### src/design/soc_pkg.sv
// system-level types and address map constants for the processor command port
package soc_pkg;

    typedef enum logic [1:0] {
        CMD_NONE  = 2'd0,
        CMD_READ  = 2'd1,
        CMD_WRITE = 2'd2
    } cmd_op_e;

    // one command from the processor side, held by the source while busy
    typedef struct packed {
        cmd_op_e     op;
        logic [31:0] addr;
        logic [31:0] wdata;
    } cmd_t;

    // address bit 29 set selects device space, clear selects data memory
    localparam int DEV_SPACE_BIT = 29;

    // device lane selects ride on addr[17:16]
    localparam int DEV_SEL_LSB = 16;

    localparam int WORD_LSB = 2;    // byte offset inside a word

endpackage

### src/design/wb_pkg.sv
// bus-level types shared by the master, the decoder and the slaves of the data bus
package wb_pkg;

    // master to slave, 70 bits
    typedef struct packed {
        logic        cyc;   // bus cycle in progress
        logic        stb;   // one-cycle strobe at cycle start
        logic        we;
        logic [1:0]  sel;   // half-word lanes, [1] upper
        logic [31:0] addr;
        logic [31:0] data;
        logic        tgd;   // even parity of data
    } wb_req_t;

    // slave to master, 34 bits
    typedef struct packed {
        logic        ack;
        logic [31:0] data;
        logic        tgd;   // parity of data as seen by the slave
    } wb_rsp_t;

    // master FSM
    // STROBE puts cyc and stb on the bus at its closing edge
    // WAIT_ACK drops stb and holds cyc until the slave answers
    typedef enum logic [1:0] {
        IDLE     = 2'd0,
        STROBE   = 2'd1,
        WAIT_ACK = 2'd2
    } master_state_e;

endpackage

### src/design/wb_decoder.sv
// address decoder: steers each bus cycle to data memory or devices and muxes the answer back
`timescale 1ns/1ps

module wb_decoder (
    input  wb_pkg::wb_req_t req_i,
    output wb_pkg::wb_req_t mem_req_o,
    output wb_pkg::wb_req_t dev_req_o,
    input  wb_pkg::wb_rsp_t mem_rsp_i,
    input  wb_pkg::wb_rsp_t dev_rsp_i,
    output wb_pkg::wb_rsp_t rsp_o
);

    logic dev_hit;

    // address is held by the master for the whole cycle, so the select is stable until ack
    assign dev_hit = req_i.addr[soc_pkg::DEV_SPACE_BIT];

    always_comb begin
        mem_req_o     = req_i;
        mem_req_o.cyc = req_i.cyc & ~dev_hit;
        mem_req_o.stb = req_i.stb & ~dev_hit;

        dev_req_o     = req_i;
        dev_req_o.cyc = req_i.cyc & dev_hit;
        dev_req_o.stb = req_i.stb & dev_hit;
    end

    // only the addressed slave gets through
    always_comb begin
        if (dev_hit) begin
            rsp_o = dev_rsp_i;
        end else begin
            rsp_o = mem_rsp_i;
        end
    end

endmodule

### config.mk
export PLATFORM = sky130hd
export DESIGN_NAME = wb_decoder
export DESIGN_NICKNAME = d
export VERILOG_FILES = /design/src/design/soc_pkg.sv /design/src/design/wb_pkg.sv /design/src/design/wb_decoder.sv
export SDC_FILE = /design/constraint.sdc
export NUM_CORES = 1
export LEC_CHECK = 0
export BUFFER_PORTS_ARGS = -buffer_cell sky130_fd_sc_hd__buf_2
export CORE_AREA = 4 4 121 123
export DETAILED_ROUTE_END_ITERATION = 10
export DIE_AREA = 0 0 125 127
export PLACE_DENSITY = 0.51
export SYNTH_ARGS = -nofsm -noshare
export SYNTH_HDL_FRONTEND = slang
export SYNTH_SLANG_ARGS = --single-unit
### constraint.sdc
create_clock -name vclk -period 1.8
set_input_delay 0.18 -clock vclk [all_inputs]
set_output_delay 0.18 -clock vclk [all_outputs]
set_load 0.05 [all_outputs]
==> impl_metrics.py <==
metrics = {
    "cts": {
        "cts_resized": 0,
        "cts_setup_buffers": 0,
        "ctsHoldBuffers": 0,
    },
    "synth": {
        "ys.warnings.count": 0,
        "synthesis.area_mm2": 0.00153,
        "syn_area_per_cell_um2": 8.58,
        "netlist-cell-type-count": 7,
        "ys_seq_area_share_pct": 0,
        "synth_top_area_share_pct": 66.8,
        "netlist_instances": 178,
        "yosys.area.top_type": "buf_4",
        "syn-num-nets": 316,
        "ys_top_cells_by_area": "buf_4 67%, mux2_4 16%, mux2_2 13%",
    },
    "run": {
        "cap_viol_max_count": 0,
    },
    "critical_path": {
        "cp-start-kind": "input pin",
        "critPathMaxFanout": 29,
        "critPathMaxStageDelay_ns": 0.36,
        "critPathArrivalTime_ns": 1.10,
        "crit_required_ns": 1.62,
        "cpMaxStageDelayCell": "mux2_2",
        "crit_chain": "buf_2, buf_12, mux2_2, buf_2",
        "end_kind": "output port",
        "path_class": "input pin to output port",
        "cpMostUsedCell": "buf_2",
    },
    "layout": {
        "fin_area_mm2": 0.00128,
        "layout_commonest_cell": "buf_2",
        "drive_above_1_share_pct": 97.4,
        "num-fill-cells": 1590,
        "clkbuf_count": 0,
        "n_sequential_cell": 0,
        "layout_common_cells": "111 x buf_2, 18 x mux2_2, 16 x mux2_4",
        "area_growth_pct": -16.5,
        "nets": 291,
        "antennaDiodeCount": 0,
        "final-seq-area_um2": 0,
    },
    "floorplanning": {
        "core_mm2": 0.0137,
        "dieArea_mm2": 0.0159,
        "num_rows": 43,
        "initial_core_util_pct": 11.2,
        "fp.dieH_um": 127,
        "ios": 312,
        "die_width_um": 125,
    },
    "timing": {
        "maxSlewHeadroom_pct": 82.4,
        "fin_crit_sh_pct": 70.8,
        "holdWs_ns": 0.360,
        "hold_viol": 0,
        "setup_tns_ns": 0,
        "rsz0062_at_grt": "false",
        "fmax_mhz": 784,
        "finalMaxSlewViolations": 0,
        "setup_viol": 0,
        "finalCriticalPeriod_ns": 1.28,
        "worst_slew_pin_slew_ns": 0.265,
    },
    "pwr": {
        "ir_drop_mv": 0.0959,
        "leakage_nw": 0.666,
        "power-per-cell-area_mw_per_mm2": 399,
    },
    "routing": {
        "via_count": 877,
        "drt_pass1_iterations": 2,
        "antenna_left": 0,
        "detail_route.wl_per_cell_um": 13.4,
        "finalWirelength_mm": 4.44,
        "vias_per_cell": 2.65,
        "drt_iter0_markers": 9,
        "drc": 0,
    },
    "grt": {
        "grt_max_degree": 30,
        "grt_pass1_vias": 942,
        "grt_antenna_before_repair": 0,
        "grt_pass1_wl_mm": 5.92,
        "grt_util_all_layers_pct": 4.80,
        "grt_overflow": 0,
    },
    "run_status": {
        "status": "finished, final reports clean",
    },
    "placement": {
        "portBuffers": 111,
        "routabilityCongestion": 0.669,
        "placed_area_mm2": 0.00128,
        "dp_hpwl_mm": 3.96,
    },
    "hold_path": {
        "hold_path_class": "input pin to output port",
    },
}
## layout make-up
class	count	area, um^2	share of cell area, %
tap	180	225	17.6
multi-input combinational	38	468	36.7
timing repair buffer	113	583	45.7
## metrics by stage
stage | total power, mW | util (%) | std cells | worst slack, ns
final | 0.509 | 9.34 | 331 | 0.525
after detailed placement | 0.516 | 9.34 | 331 | 0.517
after floorplan | 1.17 | - | 178 | 0.476
after global routing | 0.534 | 9.34 | 331 | 0.486
after global placement | 0.516 | 9.34 | 331 | 0.534
after CTS | 0.517 | 9.34 | 331 | 0.515
## cell families after synthesis
| logic type | count (synthesis) | share of synthesized area (%) |
|---|---|---|
| mux | 34 | 29.0 |
| buf+inv | 140 | 69.4 |
| simple gates | 4 | 1.64 |
## worst max-delay path, delay by kind of cell
kind / cells / cell delay, ns
buf+inv: 3 / 0.52
mux: 1 / 0.36
## routing by layer
metal	part of all wire (%)	wire (um)	vias up	GRT usage [%]
met5	0	0	-	0
met4	4.1	182	0	2.10
met3	18	790	38	2.63
met2	51	2260	111	9.46
met1	27	1200	352	3.84
li1	-	-	376	-
## synthesized netlist by cell type
cell type  number
mux2_4         16
and2_1          2
buf_2           1
buf_6           3
mux2_2         18
buf_4         136
nor2b_1         2
## worst paths after layout
check       from             to  slack [ns]  cells after the start
min    req_i[27]  dev_req_o[27]        0.36                      0
max    req_i[62]       rsp_o[5]        0.52                      4
## report_power, final
group	internal, mW	switching (mW)	leakage (nW)
Combinational	0.176	0.333	0.666
Sequential	0	0	0
Clock	0	0	0
Total	0.176	0.333	0.666
No activity file was read; power rests on OpenSTA's default activity.
