[src/design/soc_pkg.sv]
// system-level types and address map constants for the processor command port
package soc_pkg;

    typedef enum logic [1:0] {
        CMD_NONE  = 2'd0,
        CMD_READ  = 2'd1,
        CMD_WRITE = 2'd2
    } cmd_op_e;

    // one command from the processor side, held by the source while busy
    typedef struct packed {
        cmd_op_e     op;
        logic [31:0] addr;
        logic [31:0] wdata;
    } cmd_t;

    // address bit 29 set selects device space, clear selects data memory
    localparam int DEV_SPACE_BIT = 29;

    // device lane selects ride on addr[17:16]
    localparam int DEV_SEL_LSB = 16;

    localparam int WORD_LSB = 2;    // byte offset inside a word

endpackage

[src/design/wb_pkg.sv]
// bus-level types shared by the master, the decoder and the slaves of the data bus
package wb_pkg;

    // master to slave, 70 bits
    typedef struct packed {
        logic        cyc;   // bus cycle in progress
        logic        stb;   // one-cycle strobe at cycle start
        logic        we;
        logic [1:0]  sel;   // half-word lanes, [1] upper
        logic [31:0] addr;
        logic [31:0] data;
        logic        tgd;   // even parity of data
    } wb_req_t;

    // slave to master, 34 bits
    typedef struct packed {
        logic        ack;
        logic [31:0] data;
        logic        tgd;   // parity of data as seen by the slave
    } wb_rsp_t;

    // master FSM
    // STROBE puts cyc and stb on the bus at its closing edge
    // WAIT_ACK drops stb and holds cyc until the slave answers
    typedef enum logic [1:0] {
        IDLE     = 2'd0,
        STROBE   = 2'd1,
        WAIT_ACK = 2'd2
    } master_state_e;

endpackage

[src/design/wb_dev_regs.sv]
// device register bank slave with half-word write lanes and a parity fault-injection bit
`timescale 1ns/1ps

module wb_dev_regs #(
    parameter int DEV_REGS = 4
) (
    input  logic            clk_i,
    input  logic            rst_i,
    input  wb_pkg::wb_req_t req_i,
    output wb_pkg::wb_rsp_t rsp_o
);

    localparam int IDX_W = $clog2(DEV_REGS);

    logic [31:0]      regs [DEV_REGS];
    logic [IDX_W-1:0] idx;
    logic             hit;
    logic             fault_en;
    logic             ack_q;
    logic             inv_q;
    logic [31:0]      rd_q;

    assign idx      = req_i.addr[soc_pkg::WORD_LSB +: IDX_W];
    assign hit      = req_i.cyc && req_i.stb;
    assign fault_en = regs[DEV_REGS-1][0];  // bit 0 of the last register

    always_ff @(posedge clk_i) begin
        if (!rst_i) begin
            for (int i = 0; i < DEV_REGS; i++) begin
                regs[i] <= '0;
            end
            ack_q <= 1'b0;
            inv_q <= 1'b0;
        end else begin
            ack_q <= hit;
            if (hit) begin
                inv_q <= !req_i.we && fault_en; // corrupt read tags only
                if (req_i.we && req_i.sel[0]) begin
                    regs[idx][15:0] <= req_i.data[15:0];
                end
                if (req_i.we && req_i.sel[1]) begin
                    regs[idx][31:16] <= req_i.data[31:16];
                end
            end
        end
    end

    // returns the word as it was before a write at the same edge
    always_ff @(posedge clk_i) begin
        if (hit) begin
            rd_q <= regs[idx];
        end
    end

    always_comb begin
        rsp_o.ack  = ack_q;
        rsp_o.data = rd_q;
        rsp_o.tgd  = (^rd_q) ^ inv_q;
    end

endmodule

[config.mk]
export PLATFORM = sky130hd
export DESIGN_NAME = wb_dev_regs
export DESIGN_NICKNAME = d
export VERILOG_FILES = /design/src/design/soc_pkg.sv /design/src/design/wb_pkg.sv /design/src/design/wb_dev_regs.sv
export SDC_FILE = /design/constraint.sdc
export NUM_CORES = 1
export LEC_CHECK = 0
export ABC_CLOCK_PERIOD_IN_PS = 1850
export BUFFER_PORTS_ARGS = -buffer_cell sky130_fd_sc_hd__clkbuf_2
export CELL_PAD_IN_SITES_DETAIL_PLACEMENT = 0
export CELL_PAD_IN_SITES_GLOBAL_PLACEMENT = 2
export CORE_MARGIN = 2
export CORE_UTILIZATION = 36
export CTS_CLUSTER_DIAMETER = 30
export DETAILED_ROUTE_END_ITERATION = 6
export GPL_ROUTABILITY_DRIVEN = 0
export GPL_TIMING_DRIVEN = 0
export PLACE_DENSITY_LB_ADDON = 0.1
export SLEW_MARGIN = 25
export SYNTH_ARGS = -nofsm -noshare
export SYNTH_HDL_FRONTEND = slang
export SYNTH_SLANG_ARGS = --single-unit
[constraint.sdc]
create_clock -name clk_i -period 1.85 [get_ports clk_i]
set_input_delay 0.0925 -clock clk_i [delete_from_list [all_inputs] [get_ports clk_i]]
set_output_delay 0.0925 -clock clk_i [all_outputs]
set_load 0.02 [all_outputs]
==> results.cfg <==
[run_status]
status = complete, but fails checks
violations = setup timing

[power_and_ir_drop]
clockPowerShare_pct = 39.7
power.density_mw_per_mm2 = 1016
p_sw_mw = 2.116
combinationalPowerShare_pct = 10.2
seqPwrFrac_pct = 50.1
vdd_drop_max_v = 0.0006449
intPower_mw = 6.483
p_sw_share_pct = 24.61
power.leakage_nw = 3.167
power_mw = 8.600

[yosys]
synth_cell_types = 26
synth-simple-area-share_pct = 9.201
synth_nets = 506
synthAdderAreaFrac_pct = 0
synth_top_family_by_area = multiplexers
yosysSeqAreaShare_pct = 71.82
yosys_warnings = 0
syn_inst = 434
synthMuxAreaShare_pct = 10.83
synthesis.area_mm2 = 0.006745
ys_seq_elements = 162
synth-xor-area-share_pct = 4.341
avgSynthCellArea_um2 = 15.54
synth-compound-area-share_pct = 0.4823

[global_route]
antenna_found_initial = 0
grt_max_degree = 20
grt_pass1_wl_um = 23180
grt_usage_pct = 16.21
grt_pass1_vias = 3937
overflow = 0

[final_layout]
nets = 629
fill_cells = 1688
diodes = 0
area_growth_pct = 25.45
drive_above_1_share_pct = 32.63
fin_util_pct = 45.70
fin_area_mm2 = 0.008462

[route]
route.detailed.drc = 0
final_antenna_net_count = 0
via_per_inst = 4.706
firstDrtPassIters = 4
wirelength_um = 15070
routed-via-count = 3784
wl_per_cell_um = 18.74
drt_iter0_markers = 221

[timing]
worstMarginPinSlew_ns = 1.090
hold_violations = 0
whs_ns = 0.009010
rsz0062_at_grt = yes
fin_crit_ns = 2.329
timing.final.ws_setup_ns = -0.4792
period_share_pct = 125.9
clock_skew_ns = 0.008094
fmax_mhz = 429.3
slew_headroom_pct = 27.31
setup_viol = 1
slew_viol_final = 0
tns_ns = -0.4792

[clock_network]
cts.sinks = 162
clock_latency_ns = 0.43
htree_levels = 4
cts_made_buffers = 17
cts_root_buf = clkbuf_16
clockBufferDepth = 2
path_clk_slew_ns = 0.07
cts_tree = built

[floorplan]
core_mm2 = 0.01852
fp-row-count = 50
dieArea_mm2 = 0.01985
start_util_pct = 36.43
die_w_um = 140.9
ios = 106
die_h_um = 140.9

[flow_run]
maxCapViolCount = 0

[worst_setup_path]
crit_path_max_fanout = 2
critPathLaunchType = flop
rr_worst_depth = 1
critPathKind = flop to output pin
crit_required_ns = 1.76
critPathCaptureType = output pin
arrival_ns = 2.24

[placement]
numPortBuffers = 72
dp_hpwl_um = 9697
placedInstanceArea_mm2 = 0.007492

[hold_path]
hold_path.class = primary input to flop
hold_depth = 3
==> logic make-up (layout without fill, tap and decap cells) <==
logic type,count (synthesis),in the layout
DFF,162,162
buffers and inverters,52,188
and+or+nand+nor,151,151
AOI/OAI and AO/OA,5,5
xor gates and xnor gates,31,31
muxes,33,33
==> through the flow <==
step / setup WS (ns) / std cells
after floorplan: -0.1360 / 434
after global placement: -1.526 / 740
after detailed placement: -0.7272 / 743
after CTS: -0.5104 / 804
after global routing: -0.5821 / 804
final: -0.4792 / 804
==> worst max-delay path: stages, from the launching register on <==
cell	delay [ns]
edfxtp_1	0.42
xnor2_2	0.26
xnor2_2	0.16
xnor2_2	0.15
xnor3_2	0.50
xnor2_2	0.15
clkbuf_8	0.16
==> Yosys cell counts <==
master,instances,area (um^2)
nor3_1,1,5.000
edfxtp_1,160,4805
buf_6,1,11.26
buf_4,1,7.510
and3_1,2,12.51
xnor2_2,1,16.27
xnor2_1,26,227.7
xnor3_1,1,22.52
nand4b_2,2,30.03
inv_1,32,120.1
dfxtp_1,2,40.04
mux4_2,32,720.7
nand2_2,2,12.51
xor2_1,3,26.28
buf_2,14,70.07
buf_1,1,3.750
nand2_1,42,157.7
a21oi_1,3,15.01
nand3_2,2,20.02
nor2_1,97,364.1
o211ai_1,1,7.510
clkbuf_1,3,11.26
nor2b_1,2,12.51
mux2i_1,1,10.01
and2_1,1,6.260
o211a_1,1,10.01
==> final cells by class <==
class / instances / area (um^2) / area share, %
Sequential cell: 162 / 4845 / 57.25
Multi-Input combinational cell: 220 / 1822 / 21.53
Timing Repair Buffer: 104 / 711.9 / 8.413
Clock buffer: 17 / 425.4 / 5.027
Tap cell: 234 / 292.8 / 3.460
Clock inverter: 15 / 141.4 / 1.671
Inverter: 32 / 120.1 / 1.419
Buffer: 20 / 103.9 / 1.227
==> state kept, by name (all words and copies together) (netlist names) <==
register and count:
inv_q 1, ack_q 1, rd_q 32, regs 128
==> what timing repair did <==
action,4_1_cts,5_1_grt
pin swaps,5,3
cloned,0,0
hold buffers,25,0
setup buffers,4,0
setup endpoints to repair,97,97
endpoints found under the hold margin,24,0
gates resized for setup,14,10
==> worst paths after layout <==
kind / slack (ns) / startpoint / endpoint
worst min-delay path: 0.009 / req_i[10] / regs[3][9]
worst max register to register: 0.70 / regs[3][31] / rd_q[31]
worst max-delay path: -0.48 / rd_q[30] / rsp_o[0]
worst min register to register: 0.55 / inv_q / inv_q
==> power groups by stage <==
stage,registers [mW],logic [mW],clock network [mW]
after global placement,4.39,0.759,0
final,4.31,0.880,3.41
after CTS,4.31,0.896,3.47
after floorplan,4.41,0.470,0
after global routing,4.33,0.945,3.61
after detailed placement,4.39,0.783,0
==> metal layers <==
| layer | vias to the layer above | share of wire (%) | GRT usage [%] |
|---|---|---|---|
| li1 | 1804 | - | - |
| met1 | 1876 | 44 | 21.51 |
| met2 | 87 | 50 | 26.60 |
| met3 | 17 | 4.1 | 3.363 |
| met4 | 0 | 1.7 | 5.947 |
| met5 | - | 0 | 0 |
==> cell usage in the layout (no fill, tap or decap), drive strengths merged <==
master,count
a21oi,3
and2,1
and3,2
buf,24
clkbuf,92
clkinvlp,4
dfxtp,2
dlygate4sd3,25
edfxtp,160
inv,43
mux2i,1
mux4,32
nand2,44
nand3,2
nand4b,2
nor2,97
nor2b,2
nor3,1
o211a,1
o211ai,1
xnor2,27
xnor3,1
xor2,3
Power figures use the tool's default switching activity.
