===== src/design/soc_pkg.sv =====
// system-level types and address map constants for the processor command port
package soc_pkg;

    typedef enum logic [1:0] {
        CMD_NONE  = 2'd0,
        CMD_READ  = 2'd1,
        CMD_WRITE = 2'd2
    } cmd_op_e;

    // one command from the processor side, held by the source while busy
    typedef struct packed {
        cmd_op_e     op;
        logic [31:0] addr;
        logic [31:0] wdata;
    } cmd_t;

    // address bit 29 set selects device space, clear selects data memory
    localparam int DEV_SPACE_BIT = 29;

    // device lane selects ride on addr[17:16]
    localparam int DEV_SEL_LSB = 16;

    localparam int WORD_LSB = 2;    // byte offset inside a word

endpackage


===== src/design/wb_pkg.sv =====
// bus-level types shared by the master, the decoder and the slaves of the data bus
package wb_pkg;

    // master to slave, 70 bits
    typedef struct packed {
        logic        cyc;   // bus cycle in progress
        logic        stb;   // one-cycle strobe at cycle start
        logic        we;
        logic [1:0]  sel;   // half-word lanes, [1] upper
        logic [31:0] addr;
        logic [31:0] data;
        logic        tgd;   // even parity of data
    } wb_req_t;

    // slave to master, 34 bits
    typedef struct packed {
        logic        ack;
        logic [31:0] data;
        logic        tgd;   // parity of data as seen by the slave
    } wb_rsp_t;

    // master FSM
    // STROBE puts cyc and stb on the bus at its closing edge
    // WAIT_ACK drops stb and holds cyc until the slave answers
    typedef enum logic [1:0] {
        IDLE     = 2'd0,
        STROBE   = 2'd1,
        WAIT_ACK = 2'd2
    } master_state_e;

endpackage


===== src/design/wb_master.sv =====
// bus master: turns processor read/write commands into single bus cycles with a parity check
`timescale 1ns/1ps

module wb_master (
    input  logic            clk_i,
    input  logic            rst_i,
    input  soc_pkg::cmd_t   cmd_i,
    output logic            busy_o,
    output logic [31:0]     rdata_o,
    output logic            rdata_valid_o,
    output logic            err_o,
    output wb_pkg::wb_req_t bus_req_o,
    input  wb_pkg::wb_rsp_t bus_rsp_i
);

    wb_pkg::master_state_e state_q;
    logic                  cyc_q;
    logic                  stb_q;

    // latched request
    logic                  we_q;
    logic [1:0]            sel_q;
    logic [31:0]           addr_q;
    logic [31:0]           data_q;
    logic                  tgd_q;

    logic                  accept;
    logic                  parity_ok;
    logic                  done;

    assign accept    = (state_q == wb_pkg::IDLE) && (cmd_i.op != soc_pkg::CMD_NONE);
    assign parity_ok = (bus_rsp_i.tgd == ^bus_rsp_i.data);
    assign done      = (state_q == wb_pkg::WAIT_ACK) && bus_rsp_i.ack;
    assign busy_o    = (state_q != wb_pkg::IDLE);

    always_ff @(posedge clk_i) begin
        if (!rst_i) begin
            state_q       <= wb_pkg::IDLE;
            cyc_q         <= 1'b0;
            stb_q         <= 1'b0;
            rdata_valid_o <= 1'b0;
            err_o         <= 1'b0;
        end else begin
            rdata_valid_o <= 1'b0;  // both are single-cycle pulses
            err_o         <= 1'b0;
            case (state_q)
                wb_pkg::IDLE: begin
                    if (accept) begin
                        state_q <= wb_pkg::STROBE;
                    end
                end
                wb_pkg::STROBE: begin
                    cyc_q   <= 1'b1;
                    stb_q   <= 1'b1;
                    state_q <= wb_pkg::WAIT_ACK;
                end
                wb_pkg::WAIT_ACK: begin
                    stb_q <= 1'b0;
                    if (bus_rsp_i.ack) begin
                        cyc_q         <= 1'b0;
                        state_q       <= wb_pkg::IDLE;
                        err_o         <= !parity_ok;    // ends the cycle, no hang
                        rdata_valid_o <= parity_ok && !we_q;
                    end
                end
                default: state_q <= wb_pkg::IDLE;
            endcase
        end
    end

    always_ff @(posedge clk_i) begin
        if (accept) begin
            addr_q <= cmd_i.addr;
            data_q <= cmd_i.wdata;
            tgd_q  <= ^cmd_i.wdata;
            we_q   <= (cmd_i.op == soc_pkg::CMD_WRITE);
            // device space uses the lanes from the address, memory always full word
            sel_q  <= cmd_i.addr[soc_pkg::DEV_SPACE_BIT] ?
                      cmd_i.addr[soc_pkg::DEV_SEL_LSB +: 2] : 2'b11;
        end
        if (done && parity_ok && !we_q) begin
            rdata_o <= bus_rsp_i.data;
        end
    end

    always_comb begin
        bus_req_o.cyc  = cyc_q;
        bus_req_o.stb  = stb_q;
        bus_req_o.we   = we_q;
        bus_req_o.sel  = sel_q;
        bus_req_o.addr = addr_q;
        bus_req_o.data = data_q;
        bus_req_o.tgd  = tgd_q;
    end

endmodule


===== config.mk =====
export PLATFORM = sky130hd
export DESIGN_NAME = wb_master
export DESIGN_NICKNAME = d
export VERILOG_FILES = /design/src/design/soc_pkg.sv /design/src/design/wb_pkg.sv /design/src/design/wb_master.sv
export SDC_FILE = /design/constraint.sdc
export NUM_CORES = 1
export LEC_CHECK = 0
export ABC_AREA = 1
export BUFFER_PORTS_ARGS = -buffer_cell sky130_fd_sc_hd__buf_2
export CAP_MARGIN = 20
export CORE_MARGIN = 10
export CORE_UTILIZATION = 45
export CTS_CLUSTER_SIZE = 12
export DETAILED_ROUTE_END_ITERATION = 6
export GPL_TIMING_DRIVEN = 0
export PLACE_DENSITY_LB_ADDON = 0.1
export SKIP_LAST_GASP = 1
export SLEW_MARGIN = 10
export SYNTH_ARGS = -nofsm -noshare
export SYNTH_HDL_FRONTEND = slang
export SYNTH_SLANG_ARGS = --single-unit

===== constraint.sdc =====
create_clock -name clk_i -period 4.5 [get_ports clk_i]
set_input_delay 0.675 -clock clk_i [delete_from_list [all_inputs] [get_ports clk_i]]
set_output_delay 0.675 -clock clk_i [all_outputs]
set_load 0.01 [all_outputs]

==> metrics.md <==
| Metric | Value |
|---|---|
| Outcome | `finished, final reports clean` |
| Top-count cell post-synth | `nand2_1` |
| PwrDens | `424 nW/um^2` |
| Initial core utilization | `46.3%` |
| Final Hold Fails | `0` |
| Postcts setup bufs | `0` |
| Top post-synthesis cells by area | `edfxtp_1 70%, nand2_1 11%, xnor2_1 6.5%, xor2_1 3.1%, dfxtp_1 2.8%` |
| DR pass1 iterations | `6` |
| Area leader, netlist | `edfxtp_1` |
| Max_slew headroom | `71.0%` |
| DRT iter0 DRCs | `192` |
| Synth Cell Area | `4300 sq um` |
| Crit. End Element | `flip-flop` |
| Setup Total Neg Slack | `0 ps` |
| Net switching power | `0.000737 W` |
| Critical-path cell list | `buf_2 > inv_1 > nand2_1 > nand2_1 > nand2_1 > nand2_1 > inv_1 > nand2_1 > nand2_1 > nand2_1 > nand3_1 > nand2_1 > nand2_1 > nand2_1 > nand2_1 > nor2_4 > buf_16` |
| Total power | `0.00245 W` |
| Ys flop type | `edfxtp_1` |
| # IOs | `207` |
| WP data arrival | `2350 ps` |
| WL final | `10900 microns` |
| CTS tree | `yes` |
| # setup viols final | `0` |
| VDD IR max | `0.206 mV` |
| Post-CTS Resized | `0` |
| Hold Path Class | `input pin to flip-flop` |
| Vias in the first global route | `3128` |
| Total gr overflow | `0` |
| Fin Clk Skew | `10.9 ps` |
| Worst-Margin Slew | `434 ps` |
| Number of antenna-violating nets in the routed design | `0` |
| Clock slew at reported path FFs | `110 ps` |
| Post-synth EDFFs | `100` |
| Most used cell, CP | `nand2_1` |
| Max_cap viols | `0` |
| Hold Buf Count CTS | `0` |
| Layout cells sized above 1 | `41.1%` |
| Gr usage total | `15.4%` |
| DP Wirelength | `9010 microns` |
| Crit share post-route | `50.4%` |
| Die Wd | `118 microns` |
| Async set-reset flop share out of synthesis | `0%` |
| Clock Tree Buf Depth | `2` |
| Post-Syn Nets | `444` |
| FMAX | `441 MHz` |
| Clock group share of total power | `23.6%` |
| Static Leak | `2.66 nW` |
| Synth Warn # | `0` |
| Cells after Synth | `339` |
| Internal power of the cells | `0.00171 W` |
| CTS H-tree lvls | `3` |
| Fin Hold WS | `475 ps` |
| Comb pwr share | `24.0%` |
| Final worst-path setup slack | `2230 ps` |
| CTS Buf Count | `9` |
| Routability cong. | `0.796` |
| Clk sink count | `106` |
| Yosys top cell area share | `69.8%` |
| Non-Filler Instances | `694` |
| I/O Buffers | `206` |
| Yosys cell types | `16` |
| Die Span Y | `118 microns` |
| Site row count | `35` |
| Initial antenna violation count | `1` |
| Vias | `3045` |
| Root Buffer | `clkbuf_8` |
| Post-Place Cells | `677` |
| Avg WL per Cell | `15.8 microns` |
| Syn_area_per_cell | `12.7 sq um` |
| RSZ-0062 raised after global routing | `false` |
| Register bit count reported by yosys | `106` |
| CP Buf/Inv Count | `4` |
| Crit-path max FO | `20` |
| DRC | `0` |
| Most frequent cells after synthesis | `126 x nand2_1, 100 x edfxtp_1, 32 x xnor2_1` |
| Final slew viol count | `0` |
| CP max-delay cell | `nor2_4` |
| First-pass GRT wire length | `16800 microns` |
| Die area | `13900 sq um` |
| Switching portion of total power | `30.1%` |
| Synth-to-layout area growth | `34.3%` |
| DP Worst Slack | `1800 ps` |
| Worst-Skew Late Latency | `360 ps` |
| Number of vias per cell | `4.39` |
| CP Launch Type | `input pin` |
| Final Critical Period | `2270 ps` |
| Delay of the slowest cell on the worst path | `360 ps` |
| CP Class | `input pin to flip-flop` |
| Pin count of the biggest net entering global routing | `35` |
| Final Net Count | `664` |
| CP required | `4580 ps` |
| Core region area | `9280 sq um` |
| Sequential share of power | `52.4%` |
| CP top delay family | `simple AND/OR/NAND/NOR gates` |
| Sequential-to-total area share from yosys stat | `72.6%` |
[worst paths after layout]
kind	startpoint	end	slack [ps]	cells past startpoint
worst max-delay path	bus_rsp_i[31]	rdata_o[0]$_DFFE_PP_	2230	17
worst min-delay path	cmd_i[38]	addr_q[6]$_DFFE_PP_	470	1
worst max register to register	state_q[0]$_SDFFE_PN0P_	addr_q[20]$_DFFE_PP_	2760	6
worst min register to register	cyc_q$_SDFFE_PN0P_	cyc_q$_SDFFE_PN0P_	490	2
[kinds of logic after synthesis]
family,after synthesis,share of synthesized area (%)
and+or+nand+nor,142,12.7
xor gates and xnor gates,47,9.57
DFF,106,72.6
buffers and inverters,34,3.32
AOI/OAI and AO/OA,7,0.931
adders and majority gates,3,0.873
[metal layers]
layer	routed length, microns	track usage, %	part of all wire (%)
met1	4250	16.5	39
met2	5630	27.4	51
met3	969	6.19	8.9
met4	86	3.71	0.79
met5	0	0	0
[registers in the layout (all words and copies together) (netlist names)]
| name | count |
|---|---|
| tgd_q | 1 |
| rdata_valid_o | 1 |
| sel_q | 2 |
| data_q | 32 |
| addr_q | 32 |
| err_o | 1 |
| cyc_q | 1 |
| state_q | 2 |
| we_q | 1 |
| stb_q | 1 |
| rdata_o | 32 |
[power by group through the flow]
stage / registers [W] / logic [W] / clock network [W]
CTS: 0.00128 / 0.000600 / 0.000593
finish: 0.00128 / 0.000586 / 0.000578
detailed placement: 0.00131 / 0.000597 / 0
global placement: 0.00132 / 0.000552 / 0
floorplan: 0.00139 / 0.000253 / 0
global route: 0.00130 / 0.000651 / 0.000633
[layout make-up]
type / instances / area, sq um
Tap cell: 129 / 161
Clock inverter: 7 / 72.6
Timing Repair Buffer: 209 / 1100
Antenna cell: 1 / 2.50
Clock buffer: 9 / 124
Fill cell: 807 / 3510
Sequential cell: 106 / 3120
Inverter: 30 / 113
Buffer: 4 / 30.0
Multi-Input combinational cell: 199 / 1050
[worst register-to-register path: stages, from the launching register on]
cell	delay, ps
dfxtp_1	340
inv_1	80
ha_1	200
inv_1	100
nor2_4	230
buf_12	240
buf_12	250
[stage by stage]
| stage | area [sq um] | util (%) |
|---|---|---|
| final | 5780 | 62.2 |
| after global routing | 5770 | 62.2 |
| after CTS | 5770 | 62.2 |
| after detailed placement | 5580 | 60.1 |
| after global placement | 5490 | 59.2 |
| after floorplan | 4300 | - |
[layout by cell type (no fill, tap or decap)]
master	instances
a21oi_1	3
clkinv_8	1
xor2_1	15
clkinvlp_4	1
nand3b_1	1
ha_1	3
nor2_1	6
o21ai_0	2
buf_4	4
nand3_1	6
a21boi_0	1
dfxtp_1	6
o21a_1	1
xnor2_1	32
nor2_4	2
buf_2	206
nand2_1	126
inv_1	30
clkinv_4	2
buf_16	1
nor2_2	1
inv_8	2
diode_2	1
buf_12	2
inv_6	1
edfxtp_1	100
clkbuf_8	9
(Power assumes the default switching activity.)
